===== src/obj_consts.svh =====
// Sizes, address widths and register map of the sprite engine
`ifndef OBJ_CONSTS_SVH
`define OBJ_CONSTS_SVH

// Object table
`define OBJ_COUNT 24
`define OBJ_IDX_W 5

// Line buffer and graphics ROM
`define LINE_W 8
`define ROM_AW 13

// Colour table is addressed by palette bank and pixel
`define PAL_AW 8

// AXI4-Lite register map, byte addresses
`define AXI_AW 12
`define REG_CTRL 'h000
`define REG_OBJ_BASE 'h400
`define REG_PAL_BASE 'h800

`define HOFFSET_RST 8'd6

`endif


===== src/obj_line_buffer.sv =====
// Double line buffer with transparent writes and erase-on-read display
`timescale 1ns/1ps
`default_nettype none
`include "obj_consts.svh"

module obj_line_buffer (
    input  logic                  clk,
    input  logic                  rst,
    input  logic                  hinit,
    input  logic                  buf_we,
    input  logic [`LINE_W-1:0]    buf_addr,
    input  logic [3:0]            buf_data,
    input  logic                  pxl_cen,
    input  logic                  lhbl,
    input  logic [`LINE_W-1:0]    hdump,
    output logic [3:0]            pxl
);

    logic [3:0]    mem [2][2**`LINE_W];
    logic          disp;
    logic [3:0]    pxl_q;
    logic          rd;

    assign rd  = pxl_cen && lhbl;
    assign pxl = lhbl ? pxl_q : 4'd0;

    always_ff @(posedge clk or posedge rst) begin
        if (rst) begin
            disp  <= 1'b0;
            pxl_q <= 4'd0;
        end else begin
            if (hinit)
                disp <= ~disp;
            if (!lhbl)
                pxl_q <= 4'd0;
            else if (pxl_cen)
                pxl_q <= mem[disp][hdump];
        end
    end

    // Display bank is erased as it is read, the other bank takes draws
    always_ff @(posedge clk) begin
        for (int b = 0; b < 2; b++) begin
            if (b == int'(disp)) begin
                if (rd)
                    mem[b][hdump] <= 4'd0;
            end else if (buf_we && buf_data != 4'd0) begin
                mem[b][buf_addr] <= buf_data;
            end
        end
    end

endmodule

`default_nettype wire


===== config.mk =====
export PLATFORM = sky130hd
export DESIGN_NAME = obj_line_buffer
export DESIGN_NICKNAME = d
export VERILOG_FILES = /design/src/obj_line_buffer.sv
export VERILOG_INCLUDE_DIRS = /design/src
export SDC_FILE = /design/constraint.sdc
export NUM_CORES = 2
export LEC_CHECK = 0
export BUFFER_PORTS_ARGS = -buffer_cell sky130_fd_sc_hd__buf_2
export CAP_MARGIN = 40
export CORE_MARGIN = 10
export CORE_UTILIZATION = 40
export CTS_CLUSTER_DIAMETER = 100
export DETAILED_ROUTE_END_ITERATION = 12
export HOLD_SLACK_MARGIN = 0.06
export PLACE_DENSITY = 0.55
export SYNTH_ARGS = -nofsm -noshare
export SYNTH_HDL_FRONTEND = slang
export SYNTH_SLANG_ARGS = --single-unit

===== constraint.sdc =====
create_clock -name clk -period 4.1 [get_ports clk]
set_input_delay 0.205 -clock clk [delete_from_list [all_inputs] [get_ports clk]]
set_output_delay 0.205 -clock clk [all_outputs]
set_load 0.01 [all_outputs]

==> flow_metrics.py <==
metrics = {
    "cells_and_area": {
        "fin_nets": 7521,
        "mostFrequentLayoutCell": "and3_1",
        "drive_gt1_share_pct": 16.75,
        "synthToLayoutAreaGrowth_pct": 12.12,
        "final_cells": 11070,
        "final_cell_mix": "and3_1, edfxtp_1, nand2_1, o21ai_0, buf_4",
        "design_area_sq_um": 112800,
    },
    "routing": {
        "ant_nets": 0,
        "vias": 70620,
        "viasPerCell": 6.378,
        "drt-total-wl_um": 376200,
        "first_pass_iters": 6,
        "drt_iter0_drc": 11190,
        "wire_per_inst_um": 33.97,
        "drcViolationCount": 0,
    },
    "floorplan": {
        "start_util_pct": 40.10,
        "dieArea_sq_um": 272000,
        "fp-row-count": 184,
        "fp.coreArea_sq_um": 250900,
        "ios": 30,
        "chipHeight_um": 521.6,
        "fp.dieW_um": 521.6,
    },
    "status": {
        "outcome": "completed",
    },
    "placed_design": {
        "port_buffers": 29,
        "place_congestion": 0.8956,
        "hpwl_um": 230100,
        "placed_area_sq_um": 105400,
        "placedCellCount": 10610,
    },
    "synth": {
        "synth_top_family_by_area": "simple AND/OR/NAND/NOR gates",
        "ys_ff_latch": 2053,
        "synthAdderAreaFrac_pct": 0,
        "syn_nets": 7908,
        "syn_inst": 7882,
        "ys_seq_area_share_pct": 61.24,
        "yosys_warnings": 0,
        "synth-compound-area-share_pct": 6.081,
        "synthesis.area_sq_um": 100600,
        "synthXorXnorAreaFrac_pct": 0.008704,
        "synth_mux_area_share_pct": 11.19,
        "yosysUniqueCellTypes": 66,
        "yosys.area.top_type_share_pct": 61.11,
        "yosysTopAreaCell": "edfxtp_1",
        "postSynthAreaPerCell_sq_um": 12.77,
        "synthTopCellsByArea": "edfxtp_1, and3_1, mux4_2",
        "synth_edf_count": 2048,
        "async_flop_share_pct": 0.2435,
        "synthFlopType": "edfxtp_1",
        "synthSimpleGateAreaFrac_pct": 16.84,
    },
    "sta": {
        "worst_pin_slew_ns": 1.271,
        "max_freq_mhz": 251.2,
        "clock_skew_ns": 0.06071,
        "finalHoldViolations": 0,
        "period_needed_ns": 3.981,
        "slew-limit-headroom_pct": 15.29,
        "finalMaxSlewViolations": 0,
        "period_share_pct": 97.09,
        "rsz0062_at_grt": "false",
        "setup_viol": 0,
    },
    "pwr": {
        "power.leakage_uw": 0.03892,
        "power_frac_clock_pct": 42.0,
        "switching_power_uw": 12460,
        "ir_worst_vdd_mv": 0.5641,
        "p_seq_share_pct": 47.5,
        "power_density_nw_per_um2": 426.5,
        "p_comb_share_pct": 10.5,
        "swShare_pct": 25.90,
        "p_int_uw": 35650,
    },
    "worst_setup_path": {
        "crit_type": "flip-flop to flip-flop",
        "worstPathArrival_ns": 4.74,
        "r2r_slack_ns": 0.12,
        "crit_required_ns": 4.85,
        "cp-start-kind": "flip-flop",
        "critPathMaxFanout": 32,
        "endpoint_kind": "flip-flop",
    },
    "global_route": {
        "grt_max_degree": 186,
        "grt_pass1_wl_um": 527800,
        "gr-total-overflow": 0,
        "antenna_found_initial": 60,
        "grt_pass1_vias": 67710,
        "grt_usage_pct": 26.76,
    },
    "clocking": {
        "clock_latency_ns": 0.91,
        "cts.sinks": 2053,
        "root_buffer": "clkbuf_16",
        "cts_tree": "done",
        "cts_buffer_depth": 3,
        "cts_buffers": 217,
        "post_cts_resized": 0,
        "path_clk_slew_ns": 0.06,
        "htree_levels": 4,
    },
    "run": {
        "maxCapViolations": 0,
    },
    "hold_path": {
        "hp-class": "input port to flip-flop",
    },
}
## layout make-up
type                            count  area, sq um
Antenna cell                       48        120.1
Clock buffer                      245         5535
Clock inverter                    156         1612
Fill cell                       22130       138100
Inverter                            8        30.03
Multi-Input combinational cell   4736        34760
Sequential cell                  2053        61630
Tap cell                         3348         4189
Timing Repair Buffer              479         4955
## synth_stat cells (45+ instances only)
cell type / count
o21ai_0: 581
a22oi_1: 125
mux2i_1: 294
mux4_2: 316
nand3_1: 82
clkbuf_1: 872
a21oi_1: 119
buf_2: 125
edfxtp_1: 2048
nor2_1: 45
nand2_1: 673
mux2_2: 79
and3_1: 2074
buf_4: 55
## sequential cells by signal, indices dropped and copies added (netlist names)
register and count:
disp 1, mem 2048, pxl_q 4
## power groups by stage
| stage | Sequential (uW) | Clock [uW] | Combinational [uW] |
|---|---|---|---|
| 2_1_floorplan | 23300 | 0 | 2800 |
| 3_3_place_gp | 23300 | 0 | 4880 |
| 3_5_place_dp | 23300 | 0 | 4930 |
| 4_1_cts | 22900 | 20300 | 4960 |
| 5_1_grt | 22900 | 21100 | 5150 |
| 6_report | 22900 | 20200 | 5050 |
## layer usage
metal,GRT usage (%),wire [um]
met5,0,65
met4,13.47,19600
met3,5.025,38340
met2,41.19,172100
met1,36.30,146000
## cells by family (layout without fill, tap and decap cells)
kind of cell              Yosys count  after routing
other                               0             48
AOI/OAI and AO/OA                1034           1034
and+or+nand+nor                  3000           3000
buffers and inverters            1093            888
DFF                              2053           2053
xor gates and xnor gates            1              1
muxes                             701            701
## worst paths after layout
kind / startpoint / to / cells past startpoint
setup reg to reg: disp$_DFFE_PP0P_ / pxl_q[0]$_DFFE_PP0P_ / 10
hold / removal: buf_addr[2] / mem[1][501]$_SDFFCE_PN0P_ / 4
min in group asynchronous: rst / pxl_q[2]$_DFFE_PP0P_ / 4
setup / recovery: disp$_DFFE_PP0P_ / pxl_q[0]$_DFFE_PP0P_ / 10
max in group asynchronous: rst / disp$_DFFE_PP0P_ / 4
hold reg to reg: pxl_q[3]$_DFFE_PP0P_ / pxl_q[3]$_DFFE_PP0P_ / 2
## through the flow
| stage | utilization [%] | hold WS (ns) | setup WS (ns) | TNS, ns | power, uW |
|---|---|---|---|---|---|
| final | 44.96 | 0.1444 | 0.1192 | 0 | 48120 |
| after global routing | 44.92 | 0.1581 | 0.1526 | 0 | 49110 |
| after CTS | 44.91 | 0.08233 | 0.1864 | 0 | 48120 |
| after detailed placement | 42.02 | 0.2740 | -0.004182 | -0.004182 | 28240 |
| after floorplan | - | -0.01648 | 1.586 | 0 | 26070 |
| after global placement | 41.88 | 0.2809 | -0.04066 | -0.04066 | 28190 |
## what timing repair did
item,CTS,global route
hold endpoints to repair,195,0
hold buffers,11,0
endpoints found under the setup margin,0,0
buffers inserted,0,0
## worst max-delay path, cell delays in order, from the launching register on
cell and delay [ns]:
dfrtp_4 0.57, and2_4 0.74, buf_12 0.31, a22oi_1 0.14
nand2_1 0.11, a41oi_1 0.12, nor4_1 0.80, buf_4 0.24
a211oi_1 0.07, o21ai_0 0.49, a41oi_1 0.19
Power figures use the tool's default switching activity.
