File: src/obj_consts.svh
// Sizes, address widths and register map of the sprite engine
`ifndef OBJ_CONSTS_SVH
`define OBJ_CONSTS_SVH

// Object table
`define OBJ_COUNT 24
`define OBJ_IDX_W 5

// Line buffer and graphics ROM
`define LINE_W 8
`define ROM_AW 13

// Colour table is addressed by palette bank and pixel
`define PAL_AW 8

// AXI4-Lite register map, byte addresses
`define AXI_AW 12
`define REG_CTRL 'h000
`define REG_OBJ_BASE 'h400
`define REG_PAL_BASE 'h800

`define HOFFSET_RST 8'd6

`endif

File: src/obj_pkg.sv
// Object table entry, draw request and scan state types
`default_nettype none

package obj_pkg;

    // One table entry as the CPU writes it
    // attr: palette bank in 3..0, hflip in 6, vflip in 7
    typedef struct packed {
        logic [7:0] y;
        logic [7:0] attr;
        logic [7:0] code;
        logic [7:0] x;
    } obj_entry_t;

    // Work handed from the scan to the draw unit
    typedef struct packed {
        logic [7:0] attr;
        logic [7:0] code;
        logic [7:0] x;
        logic [3:0] row;
    } draw_req_t;

    typedef enum logic [1:0] {
        SCAN_IDLE,
        SCAN_READ,
        SCAN_TEST,
        SCAN_WAIT
    } scan_state_e;

endpackage

`default_nettype wire

File: src/obj_scan.sv
// Per-line object table scan with zone test and draw request hand-off
`timescale 1ns/1ps
`default_nettype none
`include "obj_consts.svh"

module obj_scan (
    input  logic                     clk,
    input  logic                     rst,
    input  logic                     enable,
    input  logic                     hinit,
    input  logic [7:0]               vrender,
    output logic [`OBJ_IDX_W-1:0]    obj_rd_addr,
    input  obj_pkg::obj_entry_t      obj_rd_data,
    output obj_pkg::draw_req_t       draw_req,
    output logic                     draw_valid,
    input  logic                     draw_busy
);

    obj_pkg::scan_state_e    state;
    logic [`OBJ_IDX_W-1:0]   idx;
    logic [8:0]              y_end;
    logic [7:0]              row_diff;
    logic                    inzone;
    logic                    last;
    logic                    issue;

    assign obj_rd_addr = idx;

    // 9-bit end of band so objects near the bottom do not wrap
    assign y_end    = {1'b0, obj_rd_data.y} + 9'd16;
    assign inzone   = (obj_rd_data.y <= vrender) && ({1'b0, vrender} < y_end);
    assign row_diff = vrender - obj_rd_data.y;
    assign last     = (idx == `OBJ_IDX_W'(`OBJ_COUNT - 1));
    assign issue    = (state == obj_pkg::SCAN_TEST) && inzone && !draw_busy;

    always_ff @(posedge clk or posedge rst) begin
        if (rst) begin
            state      <= obj_pkg::SCAN_IDLE;
            idx        <= '0;
            draw_valid <= 1'b0;
        end else begin
            case (state)
                obj_pkg::SCAN_IDLE: begin
                    if (hinit && enable) begin
                        idx   <= '0;
                        state <= obj_pkg::SCAN_READ;
                    end
                end
                // RAM address is out, entry arrives next cycle
                obj_pkg::SCAN_READ: state <= obj_pkg::SCAN_TEST;
                obj_pkg::SCAN_TEST: begin
                    if (!inzone) begin
                        state <= obj_pkg::SCAN_WAIT;
                    end else if (issue) begin
                        draw_valid <= 1'b1;
                        state      <= obj_pkg::SCAN_WAIT;
                    end
                end
                obj_pkg::SCAN_WAIT: begin
                    // Hold the request until the draw unit shows busy
                    if (!draw_valid || draw_busy) begin
                        draw_valid <= 1'b0;
                        idx        <= idx + 1'b1;
                        state      <= last ? obj_pkg::SCAN_IDLE : obj_pkg::SCAN_READ;
                    end
                end
                default: state <= obj_pkg::SCAN_IDLE;
            endcase
        end
    end

    always_ff @(posedge clk) begin
        if (issue) begin
            draw_req.attr <= obj_rd_data.attr;
            draw_req.code <= obj_rd_data.code;
            draw_req.x    <= obj_rd_data.x;
            draw_req.row  <= row_diff[3:0];
        end
    end

endmodule

`default_nettype wire

File: config.mk
export PLATFORM = sky130hd
export DESIGN_NAME = obj_scan
export DESIGN_NICKNAME = d
export VERILOG_FILES = /design/src/obj_pkg.sv /design/src/obj_scan.sv
export VERILOG_INCLUDE_DIRS = /design/src
export SDC_FILE = /design/constraint.sdc
export NUM_CORES = 1
export LEC_CHECK = 0
export BUFFER_PORTS_ARGS = -buffer_cell sky130_fd_sc_hd__buf_2
export CORE_ASPECT_RATIO = 0.75
export CORE_MARGIN = 8
export CORE_UTILIZATION = 51
export CTS_BUF_LIST = sky130_fd_sc_hd__clkbuf_8 sky130_fd_sc_hd__clkbuf_16
export DETAILED_ROUTE_END_ITERATION = 12
export PLACE_DENSITY = 0.85
export SLEW_MARGIN = 10
export SYNTH_ARGS = -nofsm -noshare
export SYNTH_HDL_FRONTEND = slang
export SYNTH_SLANG_ARGS = --single-unit
export TNS_END_PERCENT = 5
File: constraint.sdc
create_clock -name clk -period 7.49 [get_ports clk]
set_input_delay 0.3745 -clock clk [delete_from_list [all_inputs] [get_ports clk]]
set_output_delay 0.3745 -clock clk [all_outputs]
set_load 0.03 [all_outputs]
==> qor.yml <==
synth_compound_area_share_pct: 11.9
viasPerCell: 5.07
grt_overflow: 0
die_area_um2: 5830
clk_latency_ns: 0.28
syn_area_um2: 1850
synth_fp_nets: 213
initial_core_util_pct: 51.9
cts_resized: 0
first_pass_iters: 4
grt_pass1_vias: 1397
h-tree-depth: 2
ys_seq_area_share_pct: 56.3
fp-row-count: 19
hp-class: "in2async"
r2r_cells: 7
cpMaxStageDelayCell: "dfrtp_1"
hold_viol_final: 0
syn-instance-count: 145
run_status: "complete, no violations"
ioPinCount: 79
fmax_mhz: 451
globalplace.congestion: 0.818
maxSlewViolCount: 0
synth_most_common_cell: "edfxtp_1"
globalRouteTotalUtil_pct: 13.5
cts_buffers: 5
die_h_um: 68.2
p_total_uw: 614
rrSetupSlack_ns: 5.27
holdWs_ns: 0.0365
finalSetupTns_ns: 0
synth_ff_type: "edfxtp_1"
syn_area_per_cell_um2: 12.8
num_vias: 1380
cpPeakStageDelay_ns: 0.42
synth_seq_cells: 36
grt_max_degree: 30
path_class: "reg2reg"
synth_xor_area_share_pct: 1.89
cts_tree: "done"
synth_top_area_share_pct: 45.5
antenna_found_initial: 0
path_buf_inv: 2
cts_sinks: 36
fp.dieW_um: 85.5
drt-total-wl_um: 3860
n_antenna_cell: 0
min_period_ns: 2.22
fin_cells: 272
place_area_um2: 2300
rr_startpoint: "state[0]"
critPathArrivalTime_ns: 2.16
finalSetupViolCount: 0
power_density_nw_per_um2: 258
worstPathRequired_ns: 7.43
tightest_slew_ns: 0.553
cts_hold_buf: 0
leakage_nw: 1.16
synth_common_cells: "28 x edfxtp_1, 22 x ha_1, 20 x inv_1"
synthTopCellsByArea: "edfxtp_1 45%, ha_1 15%, dfrtp_1 11%"
synthAdderAreaFrac_pct: 16.0
post_cts_buffers: 0
core_area_um2: 3570
clockBufferDepth: 2
maxCapViolations: 0
yosysUniqueCellTypes: 39
synth_area_leader_cell: "edfxtp_1"
drcViolationCount: 0
wl_per_cell_um: 14.2
ir_worst_vdd_v: 0.000136
placed_cells: 265
synthSimpleGateAreaFrac_pct: 8.46
synth-async-reset-ratio_pct: 22.2
synth_edf_count: 28
rr_endpoint: "draw_req[12]"
syn_to_final_growth_pct: 28.8
fin_area_um2: 2380
grt_pass1_wl_um: 6210
synth_top_family_by_area: "adder cells"
ant_nets: 0
slew_headroom_pct: 62.8
root_buffer: "clkbuf_8"
drtIter0Drc: 29
crit_fanout: 29
io_buffer_count: 78
yosysWarnings: 0
place_hpwl_um: 3200
cp_top_family: "simple AND/OR/NAND/NOR gates"
fill_cells: 274
layout-drive-gt1-share_pct: 39.6
path_cells: "inv_1 -> ha_1 -> nand3_1 -> or3_4 -> o31a_1 -> nor3_4 -> buf_4"
min_period_over_period_pct: 29.6
clk_pin_slew_ns: 0.07
worstSetupEndpointType: "flip-flop"
fin_skew_ns: 0.00459
rsz0062_at_grt: "no"
synthMuxAreaShare_pct: 1.15
start_kind: "flip-flop"
layout.nets: 298
-- where the power goes --
part	total, mW	leakage, nW	internal (mW)	switching [mW]
logic	0.215	0.761	0.0818	0.134
clock network	0.125	0.0400	0.0628	0.0626
registers	0.273	0.357	0.248	0.0247
-- through the flow --
| step | setup WS, ns | util [%] |
|---|---|---|
| floorplan | 4.49 | - |
| global placement | 5.05 | 64.5 |
| detailed placement | 5.03 | 64.5 |
| CTS | 5.26 | 66.8 |
| global route | 5.10 | 66.8 |
| finish | 5.27 | 66.8 |
-- cell type report --
type,count,area (um2),share of cell area [%]
clock buffers,5,68.8,2.89
flip-flops and latches,36,1040,43.7
repair buffers,79,398,16.7
well taps,42,52.6,2.21
multi-input cells,88,734,30.8
inverters,20,75.1,3.15
clock inverters,2,12.5,0.525
-- layer usage --
| metal | track usage [%] | wire length, um |
|---|---|---|
| met5 | 0 | 0 |
| met4 | 3.91 | 44 |
| met3 | 5.40 | 409 |
| met1 | 16.2 | 1780 |
| met2 | 22.4 | 1630 |
-- cells by family (layout without fill, tap and decap cells) --
group,after synthesis,count (layout)
compound gates,30,30
xor+xnor,4,4
fa+ha+maj,23,23
buf+inv,21,106
flops,36,36
mux,2,2
simple gates,29,29
-- state kept, by name, summed over array words and instances (netlist names) --
signal / flops
state: 2
draw_valid: 1
obj_rd_addr: 5
draw_req: 28
-- worst max path at each step --
| stage | startpoint | to | slack [ns] | cells after the start |
|---|---|---|---|---|
| after global routing | state[0] | draw_req[16] | 5.10 | 7 |
| after detailed placement | obj_rd_data[28] | draw_req[11] | 5.03 | 9 |
| after global placement | obj_rd_data[28] | draw_req[23] | 5.05 | 9 |
| after floorplan | obj_rd_data[28] | draw_req[0] | 4.49 | 7 |
| final | state[0] | draw_req[12] | 5.27 | 7 |
| after CTS | state[0] | draw_req[9] | 5.26 | 7 |
-- layout by cell type, fill, tap and decap left out, types with 2 or more instances in the layout --
| cell type | n |
|---|---|
| dfrtp_1 | 8 |
| nand4b_1 | 2 |
| a21o_1 | 4 |
| nor3_1 | 2 |
| xnor2_1 | 3 |
| nand2_1 | 6 |
| inv_1 | 20 |
| nand3_1 | 5 |
| edfxtp_1 | 28 |
| buf_2 | 78 |
| clkbuf_8 | 5 |
| nor2_1 | 6 |
| o21ai_0 | 4 |
| a22o_1 | 3 |
| a211oi_1 | 3 |
| a21oi_1 | 5 |
| ha_1 | 22 |
Power figures use the tool's default switching activity.
