$ cat config.mk
export PLATFORM = sky130hd
export DESIGN_NAME = obj_draw
export DESIGN_NICKNAME = d
export VERILOG_FILES = /design/src/obj_pkg.sv /design/src/obj_draw.sv
export VERILOG_INCLUDE_DIRS = /design/src
export SDC_FILE = /design/constraint.sdc
export NUM_CORES = 1
export LEC_CHECK = 0
export BUFFER_PORTS_ARGS = -buffer_cell sky130_fd_sc_hd__buf_2
export CAP_MARGIN = 40
export CORE_MARGIN = 5
export CORE_UTILIZATION = 47
export DETAILED_ROUTE_END_ITERATION = 8
export GPL_ROUTABILITY_DRIVEN = 0
export PLACE_DENSITY = 0.82
export SLEW_MARGIN = 25
export SYNTH_ARGS = -nofsm -noshare
export SYNTH_HDL_FRONTEND = slang
export SYNTH_SLANG_ARGS = --single-unit
export TNS_END_PERCENT = 50
$ cat constraint.sdc
create_clock -name clk -period 4.57 [get_ports clk]
set_clock_uncertainty 0.2 [all_clocks]
set_input_delay 0.457 -clock clk [delete_from_list [all_inputs] [get_ports clk]]
set_output_delay 0.457 -clock clk [all_outputs]
set_load 0.005 [all_outputs]
$ cat src/obj_consts.svh
// Sizes, address widths and register map of the sprite engine
`ifndef OBJ_CONSTS_SVH
`define OBJ_CONSTS_SVH

// Object table
`define OBJ_COUNT 24
`define OBJ_IDX_W 5

// Line buffer and graphics ROM
`define LINE_W 8
`define ROM_AW 13

// Colour table is addressed by palette bank and pixel
`define PAL_AW 8

// AXI4-Lite register map, byte addresses
`define AXI_AW 12
`define REG_CTRL 'h000
`define REG_OBJ_BASE 'h400
`define REG_PAL_BASE 'h800

`define HOFFSET_RST 8'd6

`endif

$ cat src/obj_pkg.sv
// Object table entry, draw request and scan state types
`default_nettype none

package obj_pkg;

    // One table entry as the CPU writes it
    // attr: palette bank in 3..0, hflip in 6, vflip in 7
    typedef struct packed {
        logic [7:0] y;
        logic [7:0] attr;
        logic [7:0] code;
        logic [7:0] x;
    } obj_entry_t;

    // Work handed from the scan to the draw unit
    typedef struct packed {
        logic [7:0] attr;
        logic [7:0] code;
        logic [7:0] x;
        logic [3:0] row;
    } draw_req_t;

    typedef enum logic [1:0] {
        SCAN_IDLE,
        SCAN_READ,
        SCAN_TEST,
        SCAN_WAIT
    } scan_state_e;

endpackage

`default_nettype wire

$ cat src/obj_draw.sv
// Object draw unit with ROM fetch, pixel shift, flips and colour lookup
`timescale 1ns/1ps
`default_nettype none
`include "obj_consts.svh"

module obj_draw (
    input  logic                  clk,
    input  logic                  rst,
    input  obj_pkg::draw_req_t    draw_req,
    input  logic                  draw_valid,
    output logic                  draw_busy,
    input  logic [7:0]            hoffset,
    output logic [`ROM_AW-1:0]    rom_addr,
    output logic                  rom_cs,
    input  logic [31:0]           rom_data,
    input  logic                  rom_ok,
    output logic [`PAL_AW-1:0]    pal_rd_addr,
    input  logic [3:0]            pal_rd_data,
    output logic                  buf_we,
    output logic [`LINE_W-1:0]    buf_addr,
    output logic [3:0]            buf_data
);

    obj_pkg::draw_req_t    req;
    logic [31:0]           pxl_word;
    logic [`LINE_W-1:0]    pos;
    logic [`LINE_W-1:0]    start_pos;
    logic [2:0]            cnt;
    logic                  shifting;
    logic                  take;
    logic                  word_in;
    logic                  req_hflip;
    logic                  req_vflip;
    logic                  hflip;

    assign take      = draw_valid && !draw_busy;
    assign word_in   = rom_cs && rom_ok;
    assign req_hflip = draw_req.attr[6];
    assign req_vflip = draw_req.attr[7];
    assign hflip     = req.attr[6];

    // Mirrored objects start at their right edge
    assign start_pos = draw_req.x + hoffset + (req_hflip ? 8'd15 : 8'd0);

    // Colour read this cycle, buffer write with its result the next
    assign pal_rd_addr = {req.attr[3:0], pxl_word[3:0]};
    assign buf_data    = pal_rd_data;

    always_ff @(posedge clk or posedge rst) begin
        if (rst) begin
            draw_busy <= 1'b0;
            rom_cs    <= 1'b0;
            shifting  <= 1'b0;
            buf_we    <= 1'b0;
            cnt       <= '0;
        end else begin
            buf_we <= shifting;
            if (take) begin
                draw_busy <= 1'b1;
                rom_cs    <= 1'b1;
            end else if (word_in) begin
                rom_cs   <= 1'b0;
                shifting <= 1'b1;
                cnt      <= '0;
            end else if (shifting) begin
                cnt <= cnt + 1'b1;
                if (cnt == 3'd7) begin
                    shifting <= 1'b0;
                    // First half done, fetch the second word
                    if (!rom_addr[0])
                        rom_cs <= 1'b1;
                end
            end else if (draw_busy && buf_we && !rom_cs) begin
                draw_busy <= 1'b0;
            end
        end
    end

    always_ff @(posedge clk) begin
        if (take) begin
            req      <= draw_req;
            rom_addr <= {draw_req.code, draw_req.row ^ {4{req_vflip}}, 1'b0};
            pos      <= start_pos;
        end else if (word_in) begin
            pxl_word <= rom_data;
        end else if (shifting) begin
            pxl_word <= pxl_word >> 4;
            buf_addr <= pos;
            pos      <= hflip ? pos - 1'b1 : pos + 1'b1;
            if (cnt == 3'd7)
                rom_addr[0] <= 1'b1;
        end
    end

endmodule

`default_nettype wire

==> flow_metrics.env <==
export IMPL_post_cts_buffers=0
export IMPL_drt_iter0_markers=62
export IMPL_crit_fanout=5
export IMPL_worst_slew_pin_slew_ps=646
export IMPL_cts_buffers=9
export IMPL_nets=440
export IMPL_hp_class="primary input to register"
export IMPL_rsz0062_at_grt="false"
export IMPL_grt_max_degree=33
export IMPL_cpMostUsedCell="fa_1"
export IMPL_antenna_found_initial=0
export IMPL_die_area_sq_um=9230
export IMPL_max_freq_ghz=0.367
export IMPL_path_buf_inv=1
export IMPL_critPathLaunchType="primary input"
export IMPL_path_delay_family="adder cells"
export IMPL_status="finished clean"
export IMPL_die_w_microns=96.1
export IMPL_ys_ff_latch=73
export IMPL_synth_seq_area_share_pct=61.7
export IMPL_syn_area_sq_um=3480
export IMPL_cts_tree="done"
export IMPL_pwr_density_cell_nw_per_um2=587
export IMPL_layout_common_cells="buf_2, edfxtp_1, mux2_2"
export IMPL_worst_path_largest_cell_delay_ps=470
export IMPL_via_per_inst=4.95
export IMPL_relSlewSlack_pct=56.9
export IMPL_ys_async_sr_fraction_pct=9.59
export IMPL_clockBufferDepth=2
export IMPL_drt_total_wl_mm=6.50
export IMPL_critPathSlowestCell="fa_1"
export IMPL_path_class="primary input to register"
export IMPL_start_util_pct=48.3
export IMPL_place_ws_ps=1480
export IMPL_yosys_most_used_dff="edfxtp_1"
export IMPL_grt_pass1_vias=2233
export IMPL_drive_above_1_share_pct=42.3
export IMPL_drv_cap=0
export IMPL_dpl_cell_area_sq_um=4050
export IMPL_drc=0
export IMPL_yosys_cell_types_count=36
export IMPL_core_area_sq_um=7210
export IMPL_num_vias=2197
export IMPL_crit_chain="buf_2 -> fa_1 -> ha_1 -> fa_1 -> a211oi_1 -> o21bai_1 -> a21oi_1 -> xnor2_1 -> mux2i_1"
export IMPL_n_antenna_cell=0
export IMPL_overflow=0
export IMPL_synth_warnings=0
export IMPL_grt_pass1_wl_mm=10.1
export IMPL_final_common_cell="buf_2"
export IMPL_ir_drop_mv=0.199
export IMPL_synth_avg_cell_area_sq_um=14.6
export IMPL_htreeDepth=3
export IMPL_portBuffers=101
export IMPL_fin_crit_sh_pct=59.6
export IMPL_die_y_microns=96.1
export IMPL_clkLatencyLatePin_ps=330
export IMPL_area_growth_pct=21.1
export IMPL_p_leak_nw=1.82
export IMPL_setup_tns_ps=0
export IMPL_setup_viol=0
export IMPL_period_minus_slack_ps=2730
export IMPL_synth_edf_count=65
export IMPL_cts_sinks=73
export IMPL_clk_pin_slew_worst_paths_ps=70
export IMPL_antenna_left=0
export IMPL_wl_per_cell_microns=14.6
export IMPL_cp_data_required_time_ps=4440
export IMPL_end_kind="register"
export IMPL_syn_inst=238
export IMPL_num_io_pins=112
export IMPL_setup_ws_ps=1840
export IMPL_synth_fp_nets=337
export IMPL_firstDrtPassIters=4
export IMPL_hold_viol=0
export IMPL_crit_arrival_ps=2590
export IMPL_grt_usage_pct=14.6
export IMPL_final_max_slew_viol_count=0
export IMPL_dp_hpwl_mm=4.84
export IMPL_cts_root_buf="clkbuf_8"
export IMPL_design_area_sq_um=4220
export IMPL_rows=31
[cell usage after synthesis, types with 3 or more instances]
master | n | share of area [%]
dfrtp_1 | 7 | 5.0
inv_1 | 12 | 1.3
fa_1 | 6 | 3.4
nor2_1 | 11 | 1.2
xor2_1 | 11 | 2.8
edfxtp_1 | 65 | 56
buf_2 | 3 | 0.43
o21ai_0 | 7 | 1.0
xnor2_1 | 4 | 1.0
ha_1 | 17 | 6.1
mux2_2 | 29 | 9.4
o21bai_1 | 3 | 0.65
buf_4 | 9 | 1.9
and3_1 | 4 | 0.72
a211oi_1 | 4 | 0.86
a21oi_1 | 14 | 2.0
nand2_1 | 8 | 0.86
[per-layer routing]
layer | routed length (microns) | track usage (%)
met5 | 0 | 0
met4 | 116 | 6.40
met3 | 462 | 3.36
met2 | 3360 | 25.0
met1 | 2570 | 17.4
[layout make-up]
type                    count  area (sq um)
clock inverters             5          23.8
multi-input cells         140          1200
flip-flops and latches     73          2150
fillers                   635          3000
well taps                  99           124
clock buffers              10           128
inverters                  12          45.0
repair buffers            105           546
[path summary, 6_finish.rpt]
check                                      start                endpoint  slack [ps]  cells past startpoint
worst max-delay path                draw_req[26]        pos[7]$_DFFE_PP_        1840                      9
worst min-delay path                draw_req[19]  rom_addr[12]$_DFFE_PP_         100                      1
worst max register to register   hflip$_DFFE_PP_        pos[6]$_DFFE_PP_        2090                      6
worst min register to register  buf_we$_DFF_PP0_   draw_busy$_DFFE_PP0P_         250                      1
max in group asynchronous                    rst    shifting$_DFFE_PP0N_        3550                      3
min in group asynchronous                    rst      cnt[2]$_DFFE_PP0P_         410                      3
[kinds of logic after synthesis]
| kind of cell | Yosys count | share of synthesized area (%) |
|---|---|---|
| multiplexers | 30 | 9.67 |
| buffers and inverters | 25 | 3.77 |
| flip-flops | 73 | 61.7 |
| AND/OR/NAND/NOR | 31 | 4.35 |
| XOR/XNOR | 15 | 3.77 |
| AO/OA/AOI/OAI | 41 | 7.22 |
| adder cells (fa/ha/maj) | 23 | 9.56 |
[per-stage QoR]
step                utilization [%]  cells  total power, mW  hold slack [ps]
detailed placement             56.1    427             2.08              219
floorplan                         -    238             1.84             60.4
CTS                            58.3    443             2.49             86.5
finish                         58.4    444             2.48             96.9
global placement               55.9    426             2.02              214
global route                   58.4    444             2.65             80.1
[sequential cells by signal (all words and copies together), names as in the netlist]
name / cells
cnt: 3
rom_cs: 1
draw_busy: 1
buf_addr: 8
pxl_word: 32
pal_rd_addr: 4
buf_we: 1
hflip: 1
pos: 8
rom_addr: 13
shifting: 1
[power by group]
group	total, mW	switching (mW)	internal (mW)	leakage (nW)
clock network	0.406	0.218	0.188	0.0746
logic	0.845	0.439	0.407	0.999
registers	1.22	0.0989	1.13	0.743
[timing repair]
action | 4_1_cts | 5_1_grt
hold buffers | 1 | 0
resized for setup | 0 | 0
endpoints found under the hold margin | 7 | 0
No activity file was read; power rests on OpenSTA's default activity.
