### src/obj_consts.svh
// Sizes, address widths and register map of the sprite engine
`ifndef OBJ_CONSTS_SVH
`define OBJ_CONSTS_SVH

// Object table
`define OBJ_COUNT 24
`define OBJ_IDX_W 5

// Line buffer and graphics ROM
`define LINE_W 8
`define ROM_AW 13

// Colour table is addressed by palette bank and pixel
`define PAL_AW 8

// AXI4-Lite register map, byte addresses
`define AXI_AW 12
`define REG_CTRL 'h000
`define REG_OBJ_BASE 'h400
`define REG_PAL_BASE 'h800

`define HOFFSET_RST 8'd6

`endif

### src/obj_pkg.sv
// Object table entry, draw request and scan state types
`default_nettype none

package obj_pkg;

    // One table entry as the CPU writes it
    // attr: palette bank in 3..0, hflip in 6, vflip in 7
    typedef struct packed {
        logic [7:0] y;
        logic [7:0] attr;
        logic [7:0] code;
        logic [7:0] x;
    } obj_entry_t;

    // Work handed from the scan to the draw unit
    typedef struct packed {
        logic [7:0] attr;
        logic [7:0] code;
        logic [7:0] x;
        logic [3:0] row;
    } draw_req_t;

    typedef enum logic [1:0] {
        SCAN_IDLE,
        SCAN_READ,
        SCAN_TEST,
        SCAN_WAIT
    } scan_state_e;

endpackage

`default_nettype wire

### src/axil_pkg.sv
// AXI4-Lite response codes and register region decode type
`default_nettype none

package axil_pkg;

    typedef enum logic [1:0] {
        RESP_OKAY   = 2'b00,
        RESP_SLVERR = 2'b10
    } axil_resp_e;

    typedef enum logic [1:0] {
        REGION_CTRL,
        REGION_OBJ,
        REGION_PAL,
        REGION_NONE
    } reg_region_e;

endpackage

`default_nettype wire

### src/obj_axil_regs.sv
// AXI4-Lite slave with object RAM, colour table, control register and engine read ports
`timescale 1ns/1ps
`default_nettype none
`include "obj_consts.svh"

module obj_axil_regs (
    input  logic                     clk,
    input  logic                     rst,
    input  logic [`AXI_AW-1:0]       awaddr,
    input  logic                     awvalid,
    output logic                     awready,
    input  logic [31:0]              wdata,
    input  logic [3:0]               wstrb,
    input  logic                     wvalid,
    output logic                     wready,
    output logic [1:0]               bresp,
    output logic                     bvalid,
    input  logic                     bready,
    input  logic [`AXI_AW-1:0]       araddr,
    input  logic                     arvalid,
    output logic                     arready,
    output logic [31:0]              rdata,
    output logic [1:0]               rresp,
    output logic                     rvalid,
    input  logic                     rready,
    output logic                     enable,
    output logic [7:0]               hoffset,
    input  logic [`OBJ_IDX_W-1:0]    obj_rd_addr,
    output obj_pkg::obj_entry_t      obj_rd_data,
    input  logic [`PAL_AW-1:0]       pal_rd_addr,
    output logic [3:0]               pal_rd_data
);

    obj_pkg::obj_entry_t     obj_ram [`OBJ_COUNT];
    logic [3:0]              pal_ram [2**`PAL_AW];
    axil_pkg::reg_region_e   wr_region;
    axil_pkg::reg_region_e   rd_region;
    logic                    wr_take;
    logic                    rd_take;
    logic [`OBJ_IDX_W-1:0]   wr_obj_idx;
    logic [`OBJ_IDX_W-1:0]   rd_obj_idx;
    logic [`PAL_AW-1:0]      wr_pal_idx;
    logic [`PAL_AW-1:0]      rd_pal_idx;

    function automatic axil_pkg::reg_region_e region_of(input logic [`AXI_AW-1:0] addr);
        if (addr[`AXI_AW-1:2] == (`REG_CTRL >> 2))
            return axil_pkg::REGION_CTRL;
        if (addr >= `REG_OBJ_BASE && addr < `REG_OBJ_BASE + 4 * `OBJ_COUNT)
            return axil_pkg::REGION_OBJ;
        if (addr >= `REG_PAL_BASE && addr < `REG_PAL_BASE + 4 * 2**`PAL_AW)
            return axil_pkg::REGION_PAL;
        return axil_pkg::REGION_NONE;
    endfunction

    assign wr_region  = region_of(awaddr);
    assign rd_region  = region_of(araddr);
    // Region bases are aligned, so the low address bits index directly
    assign wr_obj_idx = awaddr[`OBJ_IDX_W+1:2];
    assign rd_obj_idx = araddr[`OBJ_IDX_W+1:2];
    assign wr_pal_idx = awaddr[`PAL_AW+1:2];
    assign rd_pal_idx = araddr[`PAL_AW+1:2];

    // Address and data are taken together, one write in flight
    assign wr_take = awvalid && wvalid && !bvalid;
    assign awready = wr_take;
    assign wready  = wr_take;
    assign rd_take = arvalid && !rvalid;
    assign arready = !rvalid;

    always_ff @(posedge clk or posedge rst) begin
        if (rst) begin
            bvalid  <= 1'b0;
            bresp   <= axil_pkg::RESP_OKAY;
            rvalid  <= 1'b0;
            rresp   <= axil_pkg::RESP_OKAY;
            enable  <= 1'b0;
            hoffset <= `HOFFSET_RST;
        end else begin
            if (wr_take) begin
                bvalid <= 1'b1;
                bresp  <= (wr_region == axil_pkg::REGION_NONE) ?
                          axil_pkg::RESP_SLVERR : axil_pkg::RESP_OKAY;
                if (wr_region == axil_pkg::REGION_CTRL) begin
                    if (wstrb[0])
                        enable <= wdata[0];
                    if (wstrb[1])
                        hoffset <= wdata[15:8];
                end
            end else if (bready) begin
                bvalid <= 1'b0;
            end

            if (rd_take) begin
                rvalid <= 1'b1;
                rresp  <= (rd_region == axil_pkg::REGION_NONE) ?
                          axil_pkg::RESP_SLVERR : axil_pkg::RESP_OKAY;
            end else if (rready) begin
                rvalid <= 1'b0;
            end
        end
    end

    // Memories, CPU read data and the engine-side read ports
    always_ff @(posedge clk) begin
        if (wr_take && wr_region == axil_pkg::REGION_OBJ) begin
            for (int b = 0; b < 4; b++) begin
                if (wstrb[b])
                    obj_ram[wr_obj_idx][8*b +: 8] <= wdata[8*b +: 8];
            end
        end
        if (wr_take && wr_region == axil_pkg::REGION_PAL && wstrb[0])
            pal_ram[wr_pal_idx] <= wdata[3:0];

        if (rd_take) begin
            case (rd_region)
                axil_pkg::REGION_CTRL: rdata <= {16'd0, hoffset, 7'd0, enable};
                axil_pkg::REGION_OBJ:  rdata <= obj_ram[rd_obj_idx];
                axil_pkg::REGION_PAL:  rdata <= {28'd0, pal_ram[rd_pal_idx]};
                default:               rdata <= 32'd0;
            endcase
        end

        obj_rd_data <= obj_ram[obj_rd_addr];
        pal_rd_data <= pal_ram[pal_rd_addr];
    end

endmodule

`default_nettype wire

### config.mk
export PLATFORM = sky130hd
export DESIGN_NAME = obj_axil_regs
export DESIGN_NICKNAME = d
export VERILOG_FILES = /design/src/obj_pkg.sv /design/src/axil_pkg.sv /design/src/obj_axil_regs.sv
export VERILOG_INCLUDE_DIRS = /design/src
export SDC_FILE = /design/constraint.sdc
export NUM_CORES = 2
export LEC_CHECK = 0
export BUFFER_PORTS_ARGS = -buffer_cell sky130_fd_sc_hd__buf_2
export CAP_MARGIN = 20
export CORE_ASPECT_RATIO = 0.6
export CORE_UTILIZATION = 65
export DETAILED_ROUTE_END_ITERATION = 10
export PLACE_DENSITY = 0.81
export SLEW_MARGIN = 10
export SYNTH_ARGS = -nofsm -noshare
export SYNTH_HDL_FRONTEND = slang
export SYNTH_SLANG_ARGS = --single-unit
### constraint.sdc
create_clock -name clk -period 5.6 [get_ports clk]
set_input_delay 0.28 -clock clk [delete_from_list [all_inputs] [get_ports clk]]
set_output_delay 0.28 -clock clk [all_outputs]
set_load 0.005 [all_outputs]
==> results.py <==
metrics = {
    "logic_synthesis": {
        "avgSynthCellArea_um2": 19.6,
        "synth-compound-area-share_pct": 2.11,
        "ys_ff_latch": 1873,
        "yosysSeqAreaShare_pct": 64.5,
        "synthArstFlopShare_pct": 0.694,
        "synth_edf_count": 1824,
        "muxShareOfSynthArea_pct": 28.0,
        "synth_top_cell_area_share_pct": 63.3,
        "synth_area_leaders": "edfxtp_1 (63%), mux4_2 (26%), mux2i_1 (1.9%), nor2_1 (1.6%), dfxtp_1 (0.83%)",
        "synth_flop_cell": "edfxtp_1",
        "synth_adder_area_share_pct": 0,
        "yosys_warnings": 0,
        "ys_types": 56,
        "synth-simple-area-share_pct": 3.42,
        "synth_top_family_by_area": "multiplexers",
        "synth-xor-area-share_pct": 0,
        "netlist_instances": 4414,
        "synth_top_area_cell": "edfxtp_1",
        "syn-cell-area_um2": 86500,
    },
    "die": {
        "die-area_um2": 135000,
        "fp.dieW_um": 473,
        "die_h_um": 285,
        "row_count": 103,
        "ios": 166,
        "start_util_pct": 65.6,
        "coreArea_um2": 132000,
    },
    "place": {
        "dp_slack_ns": 1.38,
        "gp_congestion": 0.931,
        "dp_hpwl_um": 161000,
        "placedInstanceArea_um2": 89600,
        "io_buffers": 159,
    },
    "power_and_ir_drop": {
        "power_density_nw_per_um2": 309,
        "p_leak_uw": 0.0300,
        "ir_drop_uv": 335,
    },
    "cts": {
        "clk_latency_ns": 0.82,
        "cts.reportedPaths.clkPinSlew_ns": 0.07,
        "cts_setup_buffers": 0,
        "cts-root-buf": "clkbuf_16",
        "cts_tree": "built",
        "numCtsBuffers": 164,
        "numClockSinks": 1873,
        "cts_max_level": 4,
        "clock_path_buffers": 3,
        "cts-resized-gates": 0,
    },
    "global_route": {
        "first_global_vias": 50722,
        "antenna_found_initial": 24,
        "grt_max_degree": 191,
        "overflow": 0,
        "grt_first_pass_wirelength_um": 367000,
        "grt_usage_pct": 38.9,
    },
    "job": {
        "drv_cap": 0,
    },
    "drt": {
        "vias_per_cell": 7.95,
        "wl_per_cell_um": 39.5,
        "drt_iter0_drc": 10263,
        "postRouteAntennaNets": 0,
        "firstDrtPassIters": 6,
        "vias": 51816,
        "drc": 0,
        "routed_wl_um": 257000,
    },
    "sta": {
        "worst_pin_slew_ns": 1.26,
        "layout_setup_ws_ns": 1.86,
        "hold_slack_ns": 0.0409,
        "relSlewSlack_pct": 15.6,
        "max_freq_mhz": 268,
        "timing.final.max_slew_violations": 0,
        "rsz0062_at_grt": "false",
        "hold_violations": 0,
        "setup_violations": 0,
        "period_needed_ns": 3.74,
        "setup_tns_ns": 0,
        "finClkSkew_ns": 0.0251,
        "fin_crit_sh_pct": 66.8,
    },
    "final_layout": {
        "syn_to_final_growth_pct": 10.3,
        "drive_gt1_share_pct": 34.3,
        "fill_cells": 7426,
        "layout.nets": 4660,
        "final_cell_area_um2": 95400,
    },
    "setup_path": {
        "cp-end-kind": "flop",
        "critical_path.startpoint_type": "flop",
        "cp_max_fo": 24,
        "cp.arrival_ns": 4.26,
        "crit_type": "reg -> reg",
        "critical_path_required_ns": 6.13,
    },
    "hold_path": {
        "hold_path.class": "in -> reg",
    },
    "run_status": {
        "status": "finished clean",
    },
}
==> kinds of logic (layout without fill, tap and decap cells) <==
kind of cell | after synthesis | after routing
flip-flops | 1873 | 1873
AND/OR/NAND/NOR | 702 | 702
AO/OA/AOI/OAI | 280 | 280
other | 1 | 16
buffers and inverters | 384 | 688
multiplexers | 1174 | 1174
==> stage by stage <==
| stage | cells | util, % | power (µW) |
|---|---|---|---|
| after CTS | 6503 | 72.3 | 29400 |
| after global routing | 6511 | 72.4 | 30000 |
| after global placement | 6158 | 68.0 | 18000 |
| final | 6518 | 72.4 | 29500 |
| after floorplan | 4415 | - | 17100 |
| after detailed placement | 6158 | 68.0 | 18100 |
==> sequential cells by signal, indices dropped and copies added (netlist names) <==
signal	count
pal_ram	1024
obj_ram	768
obj_rd_data	32
rdata	32
hoffset	8
pal_rd_data	4
bresp	1
bvalid	1
enable	1
rresp	1
rvalid	1
==> cells in the mapped netlist, types with 6 or more instances <==
cell type	instances
a31oi_1	15
edfxtp_1	1824
buf_1	59
a211oi_1	28
clkbuf_1	186
nor3_1	79
a221oi_1	26
a2111oi_0	6
a21oi_1	98
buf_4	16
nor2b_1	20
mux2_2	17
buf_6	10
o221ai_1	11
nor2_1	379
a22oi_1	27
o21ai_0	34
mux2i_1	164
buf_2	104
nand4_1	8
nand3_1	47
inv_1	7
mux4_2	993
dfxtp_1	36
dfrtp_1	11
nand2_1	136
nand2b_1	11
==> worst paths after layout <==
check / slack, ns / from / cells past startpoint / end
worst max register to register: 1.86 / bvalid / 8 / obj_ram[5][0]
max in group asynchronous: 4.85 / rst / 3 / rresp[1]
worst min-delay path: 0.04 / wdata[1] / 1 / pal_ram[152][1]
worst max-delay path: 1.86 / bvalid / 8 / obj_ram[5][0]
worst min register to register: 0.54 / hoffset[0] / 1 / hoffset[0]
min in group asynchronous: 0.20 / rst / 3 / hoffset[0]
==> timing repair <==
action / CTS / global route
hold endpoints to repair: 680 / 0
endpoints found under the setup margin: 0 / 0
hold buffers: 40 / 0
==> area by class of cell <==
cell class              count  area [µm²]  share of cell area, %
clock buffers             207        4400                   4.61
clock inverters            98         971                   1.02
diodes                     14        35.0                 0.0367
multi-input cells        2158       29100                   30.5
inverters                   9        38.8                 0.0407
well taps                1785        2230                   2.34
repair buffers            374        2860                   2.99
flip-flops and latches   1873       55800                   58.5
==> critical path, stage by stage, from the launching register on <==
cell and delay [ns]:
dfrtp_1 0.37, inv_1 0.06, nand3_1 0.22, inv_1 0.24, nand2_1 0.10, nor2_1 0.42
nand2_1 0.72, nor3_1 1.02, buf_4 0.29
==> power breakdown <==
group          internal [µW]  switching [µW]
logic                    961            1460
clock network           6340            5280
registers              15400            34.0
==> per-layer routing <==
layer	vias to the layer above	routed length, µm	GRT usage, %
met2	5379	109000	52.4
met4	20	9550	12.9
li1	19158	-	-
met3	716	49200	17.8
met5	-	251	0.178
met1	26543	89100	56.8
==> cell usage in the layout, fill, tap and decap left out, drive strengths merged, types with 28 or more instances in the layout <==
cell / n
edfxtp: 1824
mux4: 993
nor2: 379
buf: 329
clkbuf: 212
mux2i: 164
nand2: 136
a21oi: 98
nor3: 79
clkinv: 69
nand3: 47
dlygate4sd3: 40
dfxtp: 36
o21ai: 34
a211oi: 28
Power figures use the tool's default switching activity.
